$ cat config.mk
export PLATFORM = sky130hd
export DESIGN_NAME = uart_top
export DESIGN_NICKNAME = d
export VERILOG_FILES = /design/src/hdl/uart_pkg.sv /design/src/hdl/uart_top.sv /design/src/hdl/hex_line_formatter.sv /design/src/hdl/uart_rx.sv /design/src/hdl/uart_tx.sv /design/src/hdl/uart_fifo.sv
export SDC_FILE = /design/constraint.sdc
export NUM_CORES = 1
export LEC_CHECK = 0
export ABC_AREA = 1
export BUFFER_PORTS_ARGS = -buffer_cell sky130_fd_sc_hd__buf_2
export CAP_MARGIN = 20
export CORE_MARGIN = 5
export CORE_UTILIZATION = 45
export DETAILED_ROUTE_END_ITERATION = 8
export GPL_TIMING_DRIVEN = 1
export SETUP_SLACK_MARGIN = 0.3
export SLEW_MARGIN = 30
export SYNTH_ARGS = -nofsm -noshare
export SYNTH_HDL_FRONTEND = slang
export SYNTH_SLANG_ARGS = --single-unit
$ cat constraint.sdc
create_clock -name clk -period 5.1 [get_ports clk]
set_input_delay 0.765 -clock clk [delete_from_list [all_inputs] [get_ports clk]]
set_output_delay 0.765 -clock clk [all_outputs]
set_load 0.02 [all_outputs]
$ cat src/hdl/uart_pkg.sv
package uart_pkg;

   // Printed data word
   localparam int dp_width        = 16;
   localparam int num_nib         = dp_width / 4;  // Hex digits per line
   localparam int reg_num_width   = 2;

   // Serial timing, short bit period for simulation
   localparam int clks_per_bit    = 8;

   // Transmit byte FIFO, holds at least one full line
   localparam int fifo_depth      = 16;
   localparam int fifo_addr_width = 4;

   // Formatter sequence for "R<n>:XXXX\n\r"
   typedef enum logic [2:0] {
      ST_IDLE,
      ST_SEND_R,
      ST_SEND_REG,
      ST_SEND_COL,
      ST_NIB,       // Four hex digits, MSB first
      ST_NL,
      ST_CR
   } fmt_state_t;

endpackage
$ cat src/hdl/uart_top.sv
module uart_top (
   input  logic                              clk,
   input  logic                              rst,
   input  logic                              i_rx,
   input  logic [uart_pkg::dp_width-1:0]      i_tx_data,
   input  logic                              i_tx_stb,
   input  logic [uart_pkg::reg_num_width-1:0] i_tx_reg_num,
   output logic                              o_tx,
   output logic                              o_tx_busy,
   output logic [7:0]                        o_rx_data,
   output logic                              o_rx_valid
);

   logic [7:0] fmt_char;
   logic       fmt_wr;
   logic       fifo_full;
   logic       fifo_empty;
   logic [7:0] fifo_dout;
   logic       fifo_rd;
   logic       tx_start;   // Launch one cycle after the read
   logic       tx_active;

   hex_line_formatter u_fmt (
      .clk         (clk),
      .rst         (rst),
      .i_stb       (i_tx_stb),
      .i_data      (i_tx_data),
      .i_reg_num   (i_tx_reg_num),
      .i_fifo_full (fifo_full),
      .o_busy      (o_tx_busy),
      .o_char      (fmt_char),
      .o_wr        (fmt_wr)
   );

   uart_fifo u_fifo (
      .clk     (clk),
      .rst     (rst),
      .i_din   (fmt_char),
      .i_wr    (fmt_wr),
      .i_rd    (fifo_rd),
      .o_dout  (fifo_dout),
      .o_full  (fifo_full),
      .o_empty (fifo_empty)
   );

   // A pending launch blocks the next read until the transmitter goes active
   assign fifo_rd = !fifo_empty && !tx_active && !tx_start;

   always_ff @(posedge clk)
   begin
      if (rst)
         tx_start <= 1'b0;
      else
         tx_start <= fifo_rd;
   end

   uart_tx u_tx (
      .clk      (clk),
      .rst      (rst),
      .i_start  (tx_start),
      .i_byte   (fifo_dout),
      .o_tx     (o_tx),
      .o_active (tx_active)
   );

   uart_rx u_rx (
      .clk     (clk),
      .rst     (rst),
      .i_rx    (i_rx),
      .o_data  (o_rx_data),
      .o_valid (o_rx_valid)
   );

endmodule

$ cat src/hdl/hex_line_formatter.sv
module hex_line_formatter (
   input  logic                              clk,
   input  logic                              rst,
   input  logic                              i_stb,
   input  logic [uart_pkg::dp_width-1:0]      i_data,
   input  logic [uart_pkg::reg_num_width-1:0] i_reg_num,
   input  logic                              i_fifo_full,
   output logic                              o_busy,
   output logic [7:0]                        o_char,
   output logic                              o_wr
);

   uart_pkg::fmt_state_t                  state;
   logic [$clog2(uart_pkg::num_nib)-1:0]  nib_cnt;
   logic [uart_pkg::dp_width-1:0]         data_q;   // Top nibble is printed next
   logic [uart_pkg::reg_num_width-1:0]    reg_q;

   function automatic logic [7:0] nib2ascii(input logic [3:0] nib);
      if (nib < 4'd10)
         return 8'h30 + {4'h0, nib};  // '0'..'9'
      else
         return 8'h37 + {4'h0, nib};  // 'A'..'F'
   endfunction

   assign o_busy = (state != uart_pkg::ST_IDLE);
   assign o_wr   = o_busy && !i_fifo_full;  // Stall holds the state

   always_comb
   begin
      case (state)
         uart_pkg::ST_SEND_R:   o_char = "R";
         uart_pkg::ST_SEND_REG:
            o_char = nib2ascii({{(4 - uart_pkg::reg_num_width){1'b0}}, reg_q});
         uart_pkg::ST_SEND_COL: o_char = ":";
         uart_pkg::ST_NL:       o_char = 8'h0a;
         uart_pkg::ST_CR:       o_char = 8'h0d;
         default:               o_char = nib2ascii(data_q[uart_pkg::dp_width-1 -: 4]);
      endcase
   end

   // Request capture and nibble shifting
   always_ff @(posedge clk)
   begin
      if (state == uart_pkg::ST_IDLE && i_stb)
      begin
         data_q <= i_data;
         reg_q  <= i_reg_num;
      end
      else if (state == uart_pkg::ST_NIB && o_wr)
      begin
         data_q <= {data_q[uart_pkg::dp_width-5:0], 4'h0};
      end
   end

   always_ff @(posedge clk)
   begin
      if (rst)
      begin
         state   <= uart_pkg::ST_IDLE;
         nib_cnt <= '0;
      end
      else if (state == uart_pkg::ST_IDLE)
      begin
         if (i_stb)
            state <= uart_pkg::ST_SEND_R;
      end
      else if (o_wr)
      begin
         case (state)
            uart_pkg::ST_SEND_R:   state <= uart_pkg::ST_SEND_REG;
            uart_pkg::ST_SEND_REG: state <= uart_pkg::ST_SEND_COL;
            uart_pkg::ST_SEND_COL:
            begin
               nib_cnt <= '0;
               state   <= uart_pkg::ST_NIB;
            end
            uart_pkg::ST_NIB:
            begin
               nib_cnt <= nib_cnt + 1'b1;
               if (nib_cnt == ($bits(nib_cnt))'(uart_pkg::num_nib - 1))
                  state <= uart_pkg::ST_NL;
            end
            uart_pkg::ST_NL:       state <= uart_pkg::ST_CR;
            default:               state <= uart_pkg::ST_IDLE;  // After CR
         endcase
      end
   end

endmodule

$ cat src/hdl/uart_rx.sv
module uart_rx (
   input  logic       clk,
   input  logic       rst,
   input  logic       i_rx,
   output logic [7:0] o_data,
   output logic       o_valid
);

   typedef enum logic [2:0] {
      RX_IDLE,
      RX_START,
      RX_DATA,
      RX_STOP,
      RX_DONE
   } rx_state_t;

   rx_state_t                                 state;
   logic                                      rx_meta;
   logic                                      rx_sync;
   logic                                      rx_prev;
   logic [$clog2(uart_pkg::clks_per_bit)-1:0] baud_cnt;
   logic [2:0]                                bit_idx;
   logic [7:0]                                shreg;

   // Two-flop synchronizer plus edge history
   always_ff @(posedge clk)
   begin
      if (rst)
      begin
         rx_meta <= 1'b1;
         rx_sync <= 1'b1;
         rx_prev <= 1'b1;
      end
      else
      begin
         rx_meta <= i_rx;
         rx_sync <= rx_meta;
         rx_prev <= rx_sync;
      end
   end

   // Data bits arrive LSB first
   always_ff @(posedge clk)
   begin
      if (state == RX_DATA && baud_cnt == ($bits(baud_cnt))'(uart_pkg::clks_per_bit - 1))
         shreg <= {rx_sync, shreg[7:1]};
      if (state == RX_DONE && baud_cnt == ($bits(baud_cnt))'(uart_pkg::clks_per_bit / 2 - 2))
         o_data <= shreg;
   end

   always_ff @(posedge clk)
   begin
      if (rst)
      begin
         state    <= RX_IDLE;
         baud_cnt <= '0;
         bit_idx  <= '0;
         o_valid  <= 1'b0;
      end
      else
      begin
         o_valid  <= 1'b0;
         baud_cnt <= baud_cnt + 1'b1;
         case (state)
            RX_IDLE:
            begin
               baud_cnt <= '0;
               if (rx_prev && !rx_sync)
                  state <= RX_START;  // Falling edge of start bit
            end
            RX_START:
               if (baud_cnt == ($bits(baud_cnt))'(uart_pkg::clks_per_bit / 2 - 1))
               begin
                  baud_cnt <= '0;
                  bit_idx  <= '0;
                  state    <= rx_sync ? RX_IDLE : RX_DATA;  // Glitch rejected
               end
            RX_DATA:
               if (baud_cnt == ($bits(baud_cnt))'(uart_pkg::clks_per_bit - 1))
               begin
                  baud_cnt <= '0;
                  bit_idx  <= bit_idx + 1'b1;
                  if (bit_idx == 3'd7)
                     state <= RX_STOP;
               end
            RX_STOP:
               if (baud_cnt == ($bits(baud_cnt))'(uart_pkg::clks_per_bit - 1))
               begin
                  baud_cnt <= '0;
                  state    <= rx_sync ? RX_DONE : RX_IDLE;  // Bad stop bit drops frame
               end
            RX_DONE:
               // Back to idle before the next start edge can show up
               if (baud_cnt == ($bits(baud_cnt))'(uart_pkg::clks_per_bit / 2 - 2))
               begin
                  o_valid <= 1'b1;
                  state   <= RX_IDLE;
               end
            default:
               state <= RX_IDLE;
         endcase
      end
   end

endmodule

$ cat src/hdl/uart_tx.sv
module uart_tx (
   input  logic       clk,
   input  logic       rst,
   input  logic       i_start,
   input  logic [7:0] i_byte,
   output logic       o_tx,
   output logic       o_active
);

   logic [$clog2(uart_pkg::clks_per_bit)-1:0] baud_cnt;
   logic [3:0]                                bit_idx;  // 0 start, 1..8 data, 9 stop
   logic [9:0]                                frame;    // Shifted out LSB first
   logic                                      active;

   assign o_active = active;
   assign o_tx     = active ? frame[0] : 1'b1;  // Line idles high

   // Frame payload
   always_ff @(posedge clk)
   begin
      if (i_start && !active)
         frame <= {1'b1, i_byte, 1'b0};  // Stop, data, start
      else if (active && baud_cnt == ($bits(baud_cnt))'(uart_pkg::clks_per_bit - 1))
         frame <= {1'b1, frame[9:1]};
   end

   // Bit timing
   always_ff @(posedge clk)
   begin
      if (rst)
      begin
         active   <= 1'b0;
         baud_cnt <= '0;
         bit_idx  <= '0;
      end
      else if (!active)
      begin
         if (i_start)
         begin
            active   <= 1'b1;
            baud_cnt <= '0;
            bit_idx  <= '0;
         end
      end
      else if (baud_cnt == ($bits(baud_cnt))'(uart_pkg::clks_per_bit - 1))
      begin
         baud_cnt <= '0;
         if (bit_idx == 4'd9)
            active <= 1'b0;  // End of stop bit
         else
            bit_idx <= bit_idx + 1'b1;
      end
      else
      begin
         baud_cnt <= baud_cnt + 1'b1;
      end
   end

endmodule

$ cat src/hdl/uart_fifo.sv
module uart_fifo (
   input  logic       clk,
   input  logic       rst,
   input  logic [7:0] i_din,
   input  logic       i_wr,
   input  logic       i_rd,
   output logic [7:0] o_dout,
   output logic       o_full,
   output logic       o_empty
);

   logic [7:0]                           mem [uart_pkg::fifo_depth];
   logic [uart_pkg::fifo_addr_width-1:0] wr_ptr;
   logic [uart_pkg::fifo_addr_width-1:0] rd_ptr;
   logic [uart_pkg::fifo_addr_width:0]   count;

   assign o_full  = (count == (uart_pkg::fifo_addr_width + 1)'(uart_pkg::fifo_depth));
   assign o_empty = (count == '0);

   // Storage and registered read port
   always_ff @(posedge clk)
   begin
      if (i_wr)
         mem[wr_ptr] <= i_din;
      if (i_rd)
         o_dout <= mem[rd_ptr];
   end

   always_ff @(posedge clk)
   begin
      if (rst)
      begin
         wr_ptr <= '0;
         rd_ptr <= '0;
         count  <= '0;
      end
      else
      begin
         if (i_wr)
            wr_ptr <= wr_ptr + 1'b1;  // Wraps at depth
         if (i_rd)
            rd_ptr <= rd_ptr + 1'b1;
         case ({i_wr, i_rd})
            2'b10:   count <= count + 1'b1;
            2'b01:   count <= count - 1'b1;
            default: count <= count;  // Both or neither
         endcase
      end
   end

endmodule

* After elaboration in Yosys (flattened, before gate mapping) *
Memories as Yosys holds them, arrays and structs flattened. A register that Yosys moved wholly into a read port is not among the register bits.
Cells that the tools add are included.
W data, S select, Z words.

word-level totals
  input port bits = 22
  flip-flop bits (word level) = 83
  logic and storage cells = 147
  bits in latches = 0
  memory bits (writable) = 128
  memories = 1
  output and inout bits = 11
  ROM bits = 0

cells by class
  bitwise logic cells = 2
  mux-type cells = 44
  shift-type cells = 0
  $add $sub $neg = 13
  divide/modulo/power cells = 0
  multiply operators = 0
  $lt $le $gt $ge = 2
  equal/unequal tests = 30
  reductions and logical operators = 33

memories
  name        words  width  read ports  clocked after memory_dff  wr ports  RTL line         RTL
  u_fifo.mem  16     8      1           1                         1         uart_fifo.sv:12  logic [7:0] mem [uart_pkg::fifo_depth];

operator list
  operator               count
  $mux W3                18
  $pmux W8 S5            1
  $mux W16               2
  $pmux W3 S5            2
  $eq A3 B3 Y1 const B   7
  $eq A3 B2 Y1 const B   6
  $mux W9                2
  $mux W4                4
  $mux W8                2
  $add A6 B2 Y7 const A  2
  $add A6 B4 Y7 const A  2
  $reduce_bool A2 Y1     7
  $add A4 B1 Y4 const B  3
  $ne A2 B2 Y1 const B   6
  $reduce_and A3 Y1      4
  $logic_and A1 B1 Y1    10
  $pmux W5 S2            1
  $add A3 B1 Y3 const B  3
  $pmux W3 S3            1
  $mux W1                8
  $eq A3 B1 Y1 const B   2
  $logic_not A3 Y1       2
  $ne A2 B1 Y1 const B   3
  $pmux W3 S2            1
  other kinds (18)       25

* Longest topological paths before layout *
  depth after elaboration = 6
  mapped depth = 12
  depth with buffers taken out = 12

* Modules after synthesis *
Synthesis repeated with hierarchy kept, for this count alone.

second synthesis, totals
  cells, all modules = 899
  area total of the unflattened synthesis = 9685.5 µm²

by module, submodules not included
  module              seq. area each (µm²)  area each (µm²)  cells an instance  times used
  uart_fifo           4344.2                6306.0           541                1
  hex_line_formatter  640.6                 1272.5           153                1
  uart_rx             740.7                 1222.4           111                1
  uart_tx             420.4                 843.3            88                 1
  uart_top            20.0                  41.3             6                  1

* Worst setup path after synthesis *
No wires, ideal clock.

  path kind = register to register
  start = register u_tx.active, in the netlist u_tx.o_active
  end = register u_fifo.count[3] (netlist bit)
  slack = 3010 ps
  required time = 4991 ps
  path buffers = 1
  stages on the path, launching flop included = 13
  data arrival time = 1981 ps
  setup time = 109 ps
  period minus slack after synthesis = 2090 ps
  cell sequence = dfxtp_1 buf_4 nor2_4 nand2_1 inv_1 ha_1 ha_1 a21oi_1 a21oi_1 nor2_1 nand2_1 nand2_1 inv_1

between the ends
  cells in the longest elaborated chain, start to end = 5
  elaborated cells on any way between the ends = 7
  classes of those cells = eq/ne (2); mux (1); reduce/logical (4)

RTL lines
  what                                                      RTL line         RTL
  from (decl)                                               uart_tx.sv:13    logic active;
  from (signal assigned)                                    uart_tx.sv:32    active <= 1'b0;
  from (signal assigned)                                    uart_tx.sv:40    active <= 1'b1;
  from (signal assigned)                                    uart_tx.sv:49    active <= 1'b0;
  $logic_not A1 Y1 *                                        uart_top.sv:47   assign fifo_rd = !fifo_empty && !tx_active && !tx_start;
  $logic_and A1 B1 Y1 * (2 in series)                       uart_top.sv:47
  named net fifo_rd                                         uart_top.sv:19   logic fifo_rd;
  $eq A2 B1 Y1 / $eq A2 B2 Y1 (equally long branches)       uart_fifo.sv:43  case ({i_wr, i_rd})
  $pmux W5 S2 / $reduce_bool A2 Y1 (equally long branches)  --
  to (signal assigned)                                      uart_fifo.sv:44  2'b10: count <= count + 1'b1;
  to (signal assigned)                                      uart_fifo.sv:45  2'b01: count <= count - 1'b1;
  to (signal assigned)                                      uart_fifo.sv:46  default: count <= count;
  to (decl)                                                 uart_fifo.sv:15  logic [uart_pkg::fifo_addr_width:0] count;

Mark *: on every way through the listed nets, which the timed path passes. The rest lies on a longest branch.
A chain may end at the register's enable or synchronous reset.

* Worst setup path in the final report *
  start = register u_fifo.count[0] (netlist bit)
  end = register u_fifo.count[4] (netlist bit)

between the ends
  cells in the longest elaborated chain, start to end = 6
  elaborated cells on any way between the ends = 13
  classes of those cells = add/sub (2); eq/ne (3); mux (1); reduce/logical (7)

RTL lines
  what                                                      RTL line         RTL
  $logic_not A5 Y1 *                                        uart_fifo.sv:18  assign o_empty = (count == '0);
  $logic_not A1 Y1 *                                        uart_top.sv:47
  $logic_and A1 B1 Y1 * (2 in series)                       uart_top.sv:47
  named net fifo_rd                                         uart_top.sv:19
  $eq A2 B1 Y1 / $eq A2 B2 Y1 (equally long branches)       uart_fifo.sv:43
  $pmux W5 S2 / $reduce_bool A2 Y1 (equally long branches)  --

Marked as above.

==> Implementation_results.wiki <==
{| class="wikitable"
! Metric !! Value
|-
| Via/cell ratio || roughly 5.3
|-
| Fin crit share || 0.505
|-
| Placed standard-cell area || 8950 um2
|-
| Cell count of the worst reg-to-reg path || 12
|-
| WP data required || 5.45 ns
|-
| Die height || around 150 um
|-
| Synth Flop Type || sky130_fd_sc_hd__edfxtp_1
|-
| Worst relative slew slack || 0.347
|-
| Number of vias in the routed layout || between 5000 and 6000
|-
| Number of placed I/O pins || 33
|-
| Number of nets in the layout || ~880
|-
| Fin Setup TNS || 0 ns
|-
| Post-CTS resize count || 0
|-
| Avg WL per Cell || 16.6 um
|-
| Post-Layout Inst Area || a little under 10000 um2
|-
| Synthesized cell area || 8580 um2
|-
| CTS Root Buffer Type || sky130_fd_sc_hd__clkbuf_16
|-
| Launching point of the worst reg2reg path || u_fifo.count[0]
|-
| Hold WC Path Type || reg2reg
|-
| Vias in the first global route || ~5600
|-
| Final count of negative-setup-slack endpoints || 0
|-
| Hold violation total from the final report || 0
|-
| Starting Density || 0.457
|-
| Weighted congestion reported at the end of routability-driven placement || 0.860
|-
| Antenna violations before repair || 0
|-
| Number of buffers inserted for hold repair after clock tree synthesis || 0
|-
| Pwr dens || 589 nW/um2
|-
| Setup bufs post-CTS || 0
|-
| Timing-limited maximum frequency || approximately 390 MHz
|-
| Netlist cell types || 34
|-
| Filler cell count in the final layout || 1633
|-
| Detail Route met2 WL || roughly 8.6 mm
|-
| Most used cell along the critical path || sky130_fd_sc_hd__nand2_1
|-
| CTS tree || built
|-
| Die X || 148 um
|-
| Final-report max-slew violation count || 0
|-
| Arrival time at the worst endpoint || between 2 and 3 ns
|-
| Crit path to || u_fifo.count[4]
|-
| Slew of the pin with the lowest slew margin || just under 1 ns
|-
| Nature of the critical path endpoint || flip-flop
|-
| Leakage power || ~0.0036 uW
|-
| First element of the critical path || u_fifo.count[0]
|-
| Worst stage delay on the critical path || between 0.4 and 0.5 ns
|-
| Sequence of cells on the critical path || nor2_1 -> nand3b_1 -> nand2_1 -> inv_1 -> ha_1 -> ha_1 -> a21oi_1 -> nand2_1 -> nand2_1 -> nand2_1 -> nand2_1 -> a21oi_1
|-
| Clock buffer count from CTS || 22
|-
| Deepest clock path buffer count || 3
|-
| Number of iterations in the first detailed-routing pass || 5
|-
| Remaining global-route overflow || 0
|-
| Crit. path cell count || 12
|-
| Antenna viol nets, final || 0
|-
| Startpoint types || flip-flop
|-
| Total die area || roughly 22000 um2
|-
| Part of the Yosys area used for sequential elements || 0.659
|-
| FF-to-FF End || u_fifo.count[4]
|-
| Most common cell after layout, fill and taps aside || sky130_fd_sc_hd__edfxtp_1
|-
| Number of rows created at floorplan || 50
|-
| Total wire length after detailed routing || around 18 mm
|-
| Clock latency of the later-clocked register in the worst-skew pair || ~0.5 ns
|-
| EDFF count, synth || 161
|-
| Length of routed met3 wiring || 991 um
|-
| Commonest non-fill, non-tap cells in the layout || sky130_fd_sc_hd__edfxtp_1, sky130_fd_sc_hd__nor2_1, sky130_fd_sc_hd__nand2_1
|-
| Antenna cells || 0
|-
| Share of final-layout standard cells stronger than drive strength 1 || 0.116
|-
| Post-Syn Instances || 797
|-
| Shortest period the worst path allows || approximately 2.6 ns
|-
| Clock transition at the registers of the reported paths || around 0.06 ns
|-
| Number of DRC markers in iteration 0 || 484
|-
| Top routing layer in use || met4
|-
| Peak VDD IR || 330 uV
|-
| Worst hold path cell count || 1
|-
| Worst reg-to-reg setup slack || around 2.5 ns
|-
| Number of max-cap violations || 0
|-
| CP top delay family || adder cells
|-
| Largest driver fanout on the critical path || 10
|-
| Share of flip-flops with an asynchronous set or reset || 0
|-
| Type of the worst setup path || reg2reg
|-
| Half-perimeter wire length after detailed placement || around 12 mm
|-
| Run status || complete, no violations
|-
| Worst Path Buf+Inv || 1
|-
| Post-synthesis to final-layout area growth || 12.1%
|-
| Synthesized net count || roughly 840
|-
| Core Region || around 19000 um2
|-
| Overall track demand over capacity in global routing || 0.163
|-
| RSZ-0062 raised after global routing || false
|-
| Detailed-routing wirelength on met1 || a little under 8 mm
|-
| Count of input and output buffers || 32
|-
| Flip-flop and latch count after synthesis || ~200
|-
| Wire length of the first global-routing pass || 28.7 mm
|-
| CTS H-tree lvls || 1
|-
| Critical-path top delay cell || sky130_fd_sc_hd__dfxtp_1
|-
| Worst Clk Skew || ~0.009 ns
|-
| Sink Count || 202
|-
| Synthesis Warnings || 0
|-
| Count of unresolved DRC violations after routing || 0
|-
| WHS || 0.422 ns
|-
| Maximum number of pins on one net before global-route repair || 67
|-
| Mean cell area of the mapped netlist || approximately 11 um2
|}
-- cell families after synthesis --
family / synth area share
AO/OA/AOI/OAI: 0.0910
adder cells (fa/ha/maj): 0.0344
AND/OR/NAND/NOR: 0.166
buffers and inverters: 0.0443
XOR/XNOR: 0.00510
flip-flops: 0.659
-- worst min-delay path by stage --
stage                             from            to  slack [ns]
after floorplan           u_rx.rx_meta  u_rx.rx_sync        0.39
after global placement    u_rx.rx_meta  u_rx.rx_sync        0.39
after detailed placement  u_rx.rx_meta  u_rx.rx_sync        0.41
after CTS                 u_rx.rx_meta  u_rx.rx_sync        0.42
after global routing      u_rx.rx_meta  u_rx.rx_sync        0.43
final                     u_rx.rx_meta  u_rx.rx_sync        0.42
-- synthesized netlist by cell type (2+ instances only) --
cell type	number	share of area
sky130_fd_sc_hd__buf_2	15	0.0087
sky130_fd_sc_hd__ha_1	22	0.032
sky130_fd_sc_hd__a211oi_1	2	0.0017
sky130_fd_sc_hd__o21ai_0	73	0.043
sky130_fd_sc_hd__nor3_1	4	0.0023
sky130_fd_sc_hd__clkbuf_1	10	0.0044
sky130_fd_sc_hd__a21oi_1	32	0.019
sky130_fd_sc_hd__nand3_2	2	0.0023
sky130_fd_sc_hd__nand2_2	4	0.0029
sky130_fd_sc_hd__o22ai_1	2	0.0015
sky130_fd_sc_hd__o21ai_1	4	0.0023
sky130_fd_sc_hd__xor2_1	5	0.0051
sky130_fd_sc_hd__nand3_1	51	0.030
sky130_fd_sc_hd__nand3b_1	2	0.0017
sky130_fd_sc_hd__dfxtp_1	41	0.096
sky130_fd_sc_hd__inv_1	54	0.024
sky130_fd_sc_hd__a22o_1	7	0.0071
sky130_fd_sc_hd__or2_2	4	0.0029
sky130_fd_sc_hd__nand4_1	3	0.0022
sky130_fd_sc_hd__edfxtp_1	161	0.56
sky130_fd_sc_hd__nand2_1	114	0.050
sky130_fd_sc_hd__nor2_4	3	0.0039
sky130_fd_sc_hd__o211ai_1	17	0.015
sky130_fd_sc_hd__buf_4	3	0.0026
sky130_fd_sc_hd__inv_2	8	0.0035
sky130_fd_sc_hd__nand2_4	3	0.0039
sky130_fd_sc_hd__nor2_1	144	0.063
-- flip-flops by register name, summed over array words and instances, names as in the netlist, 4 cells and up --
name           count
u_fifo.mem       112
u_fmt.data_q      16
u_tx.frame         9
u_rx.o_data        8
u_rx.shreg         8
u_fifo.o_dout      7
u_fifo.count       5
u_fifo.rd_ptr      4
u_fifo.wr_ptr      4
u_tx.bit_idx       4
-- where the power goes --
group | switching (uW) | internal, uW
Clock | 607 | 868
Combinational | 1220 | 479
Sequential | 146 | 2340
Total | 1980 | 3680
-- layer usage --
metal / track usage / vias to the layer above
met1: 0.218 / 2711
met2: 0.276 / 169
met4: 0.0457 / 0
met3: 0.0268 / 23
met5: 0 / -
li1: - / 2805
-- cell type report --
class | instances | area [um2] | area share
clock inverter | 11 | 77.6 | 0.00806
multi-input combinational | 502 | 2550 | 0.265
sequential | 202 | 5660 | 0.588
tap | 234 | 293 | 0.0304
clock buffer | 27 | 591 | 0.0614
timing repair buffer | 39 | 213 | 0.0221
inverter | 63 | 236 | 0.0246
-- through the flow --
| stage | utilization | setup slack (ns) | cells | total power (uW) |
|---|---|---|---|---|
| after floorplan | - | 3.01 | 797 | 3650 |
| after global placement | 0.477 | 2.63 | 1040 | 4170 |
| after detailed placement | 0.477 | 2.52 | 1040 | 4220 |
| after CTS | 0.513 | 2.52 | 1078 | 5700 |
| after global routing | 0.513 | 2.30 | 1078 | 6010 |
| final | 0.513 | 2.52 | 1078 | 5660 |
Power figures use the tool's default switching activity.
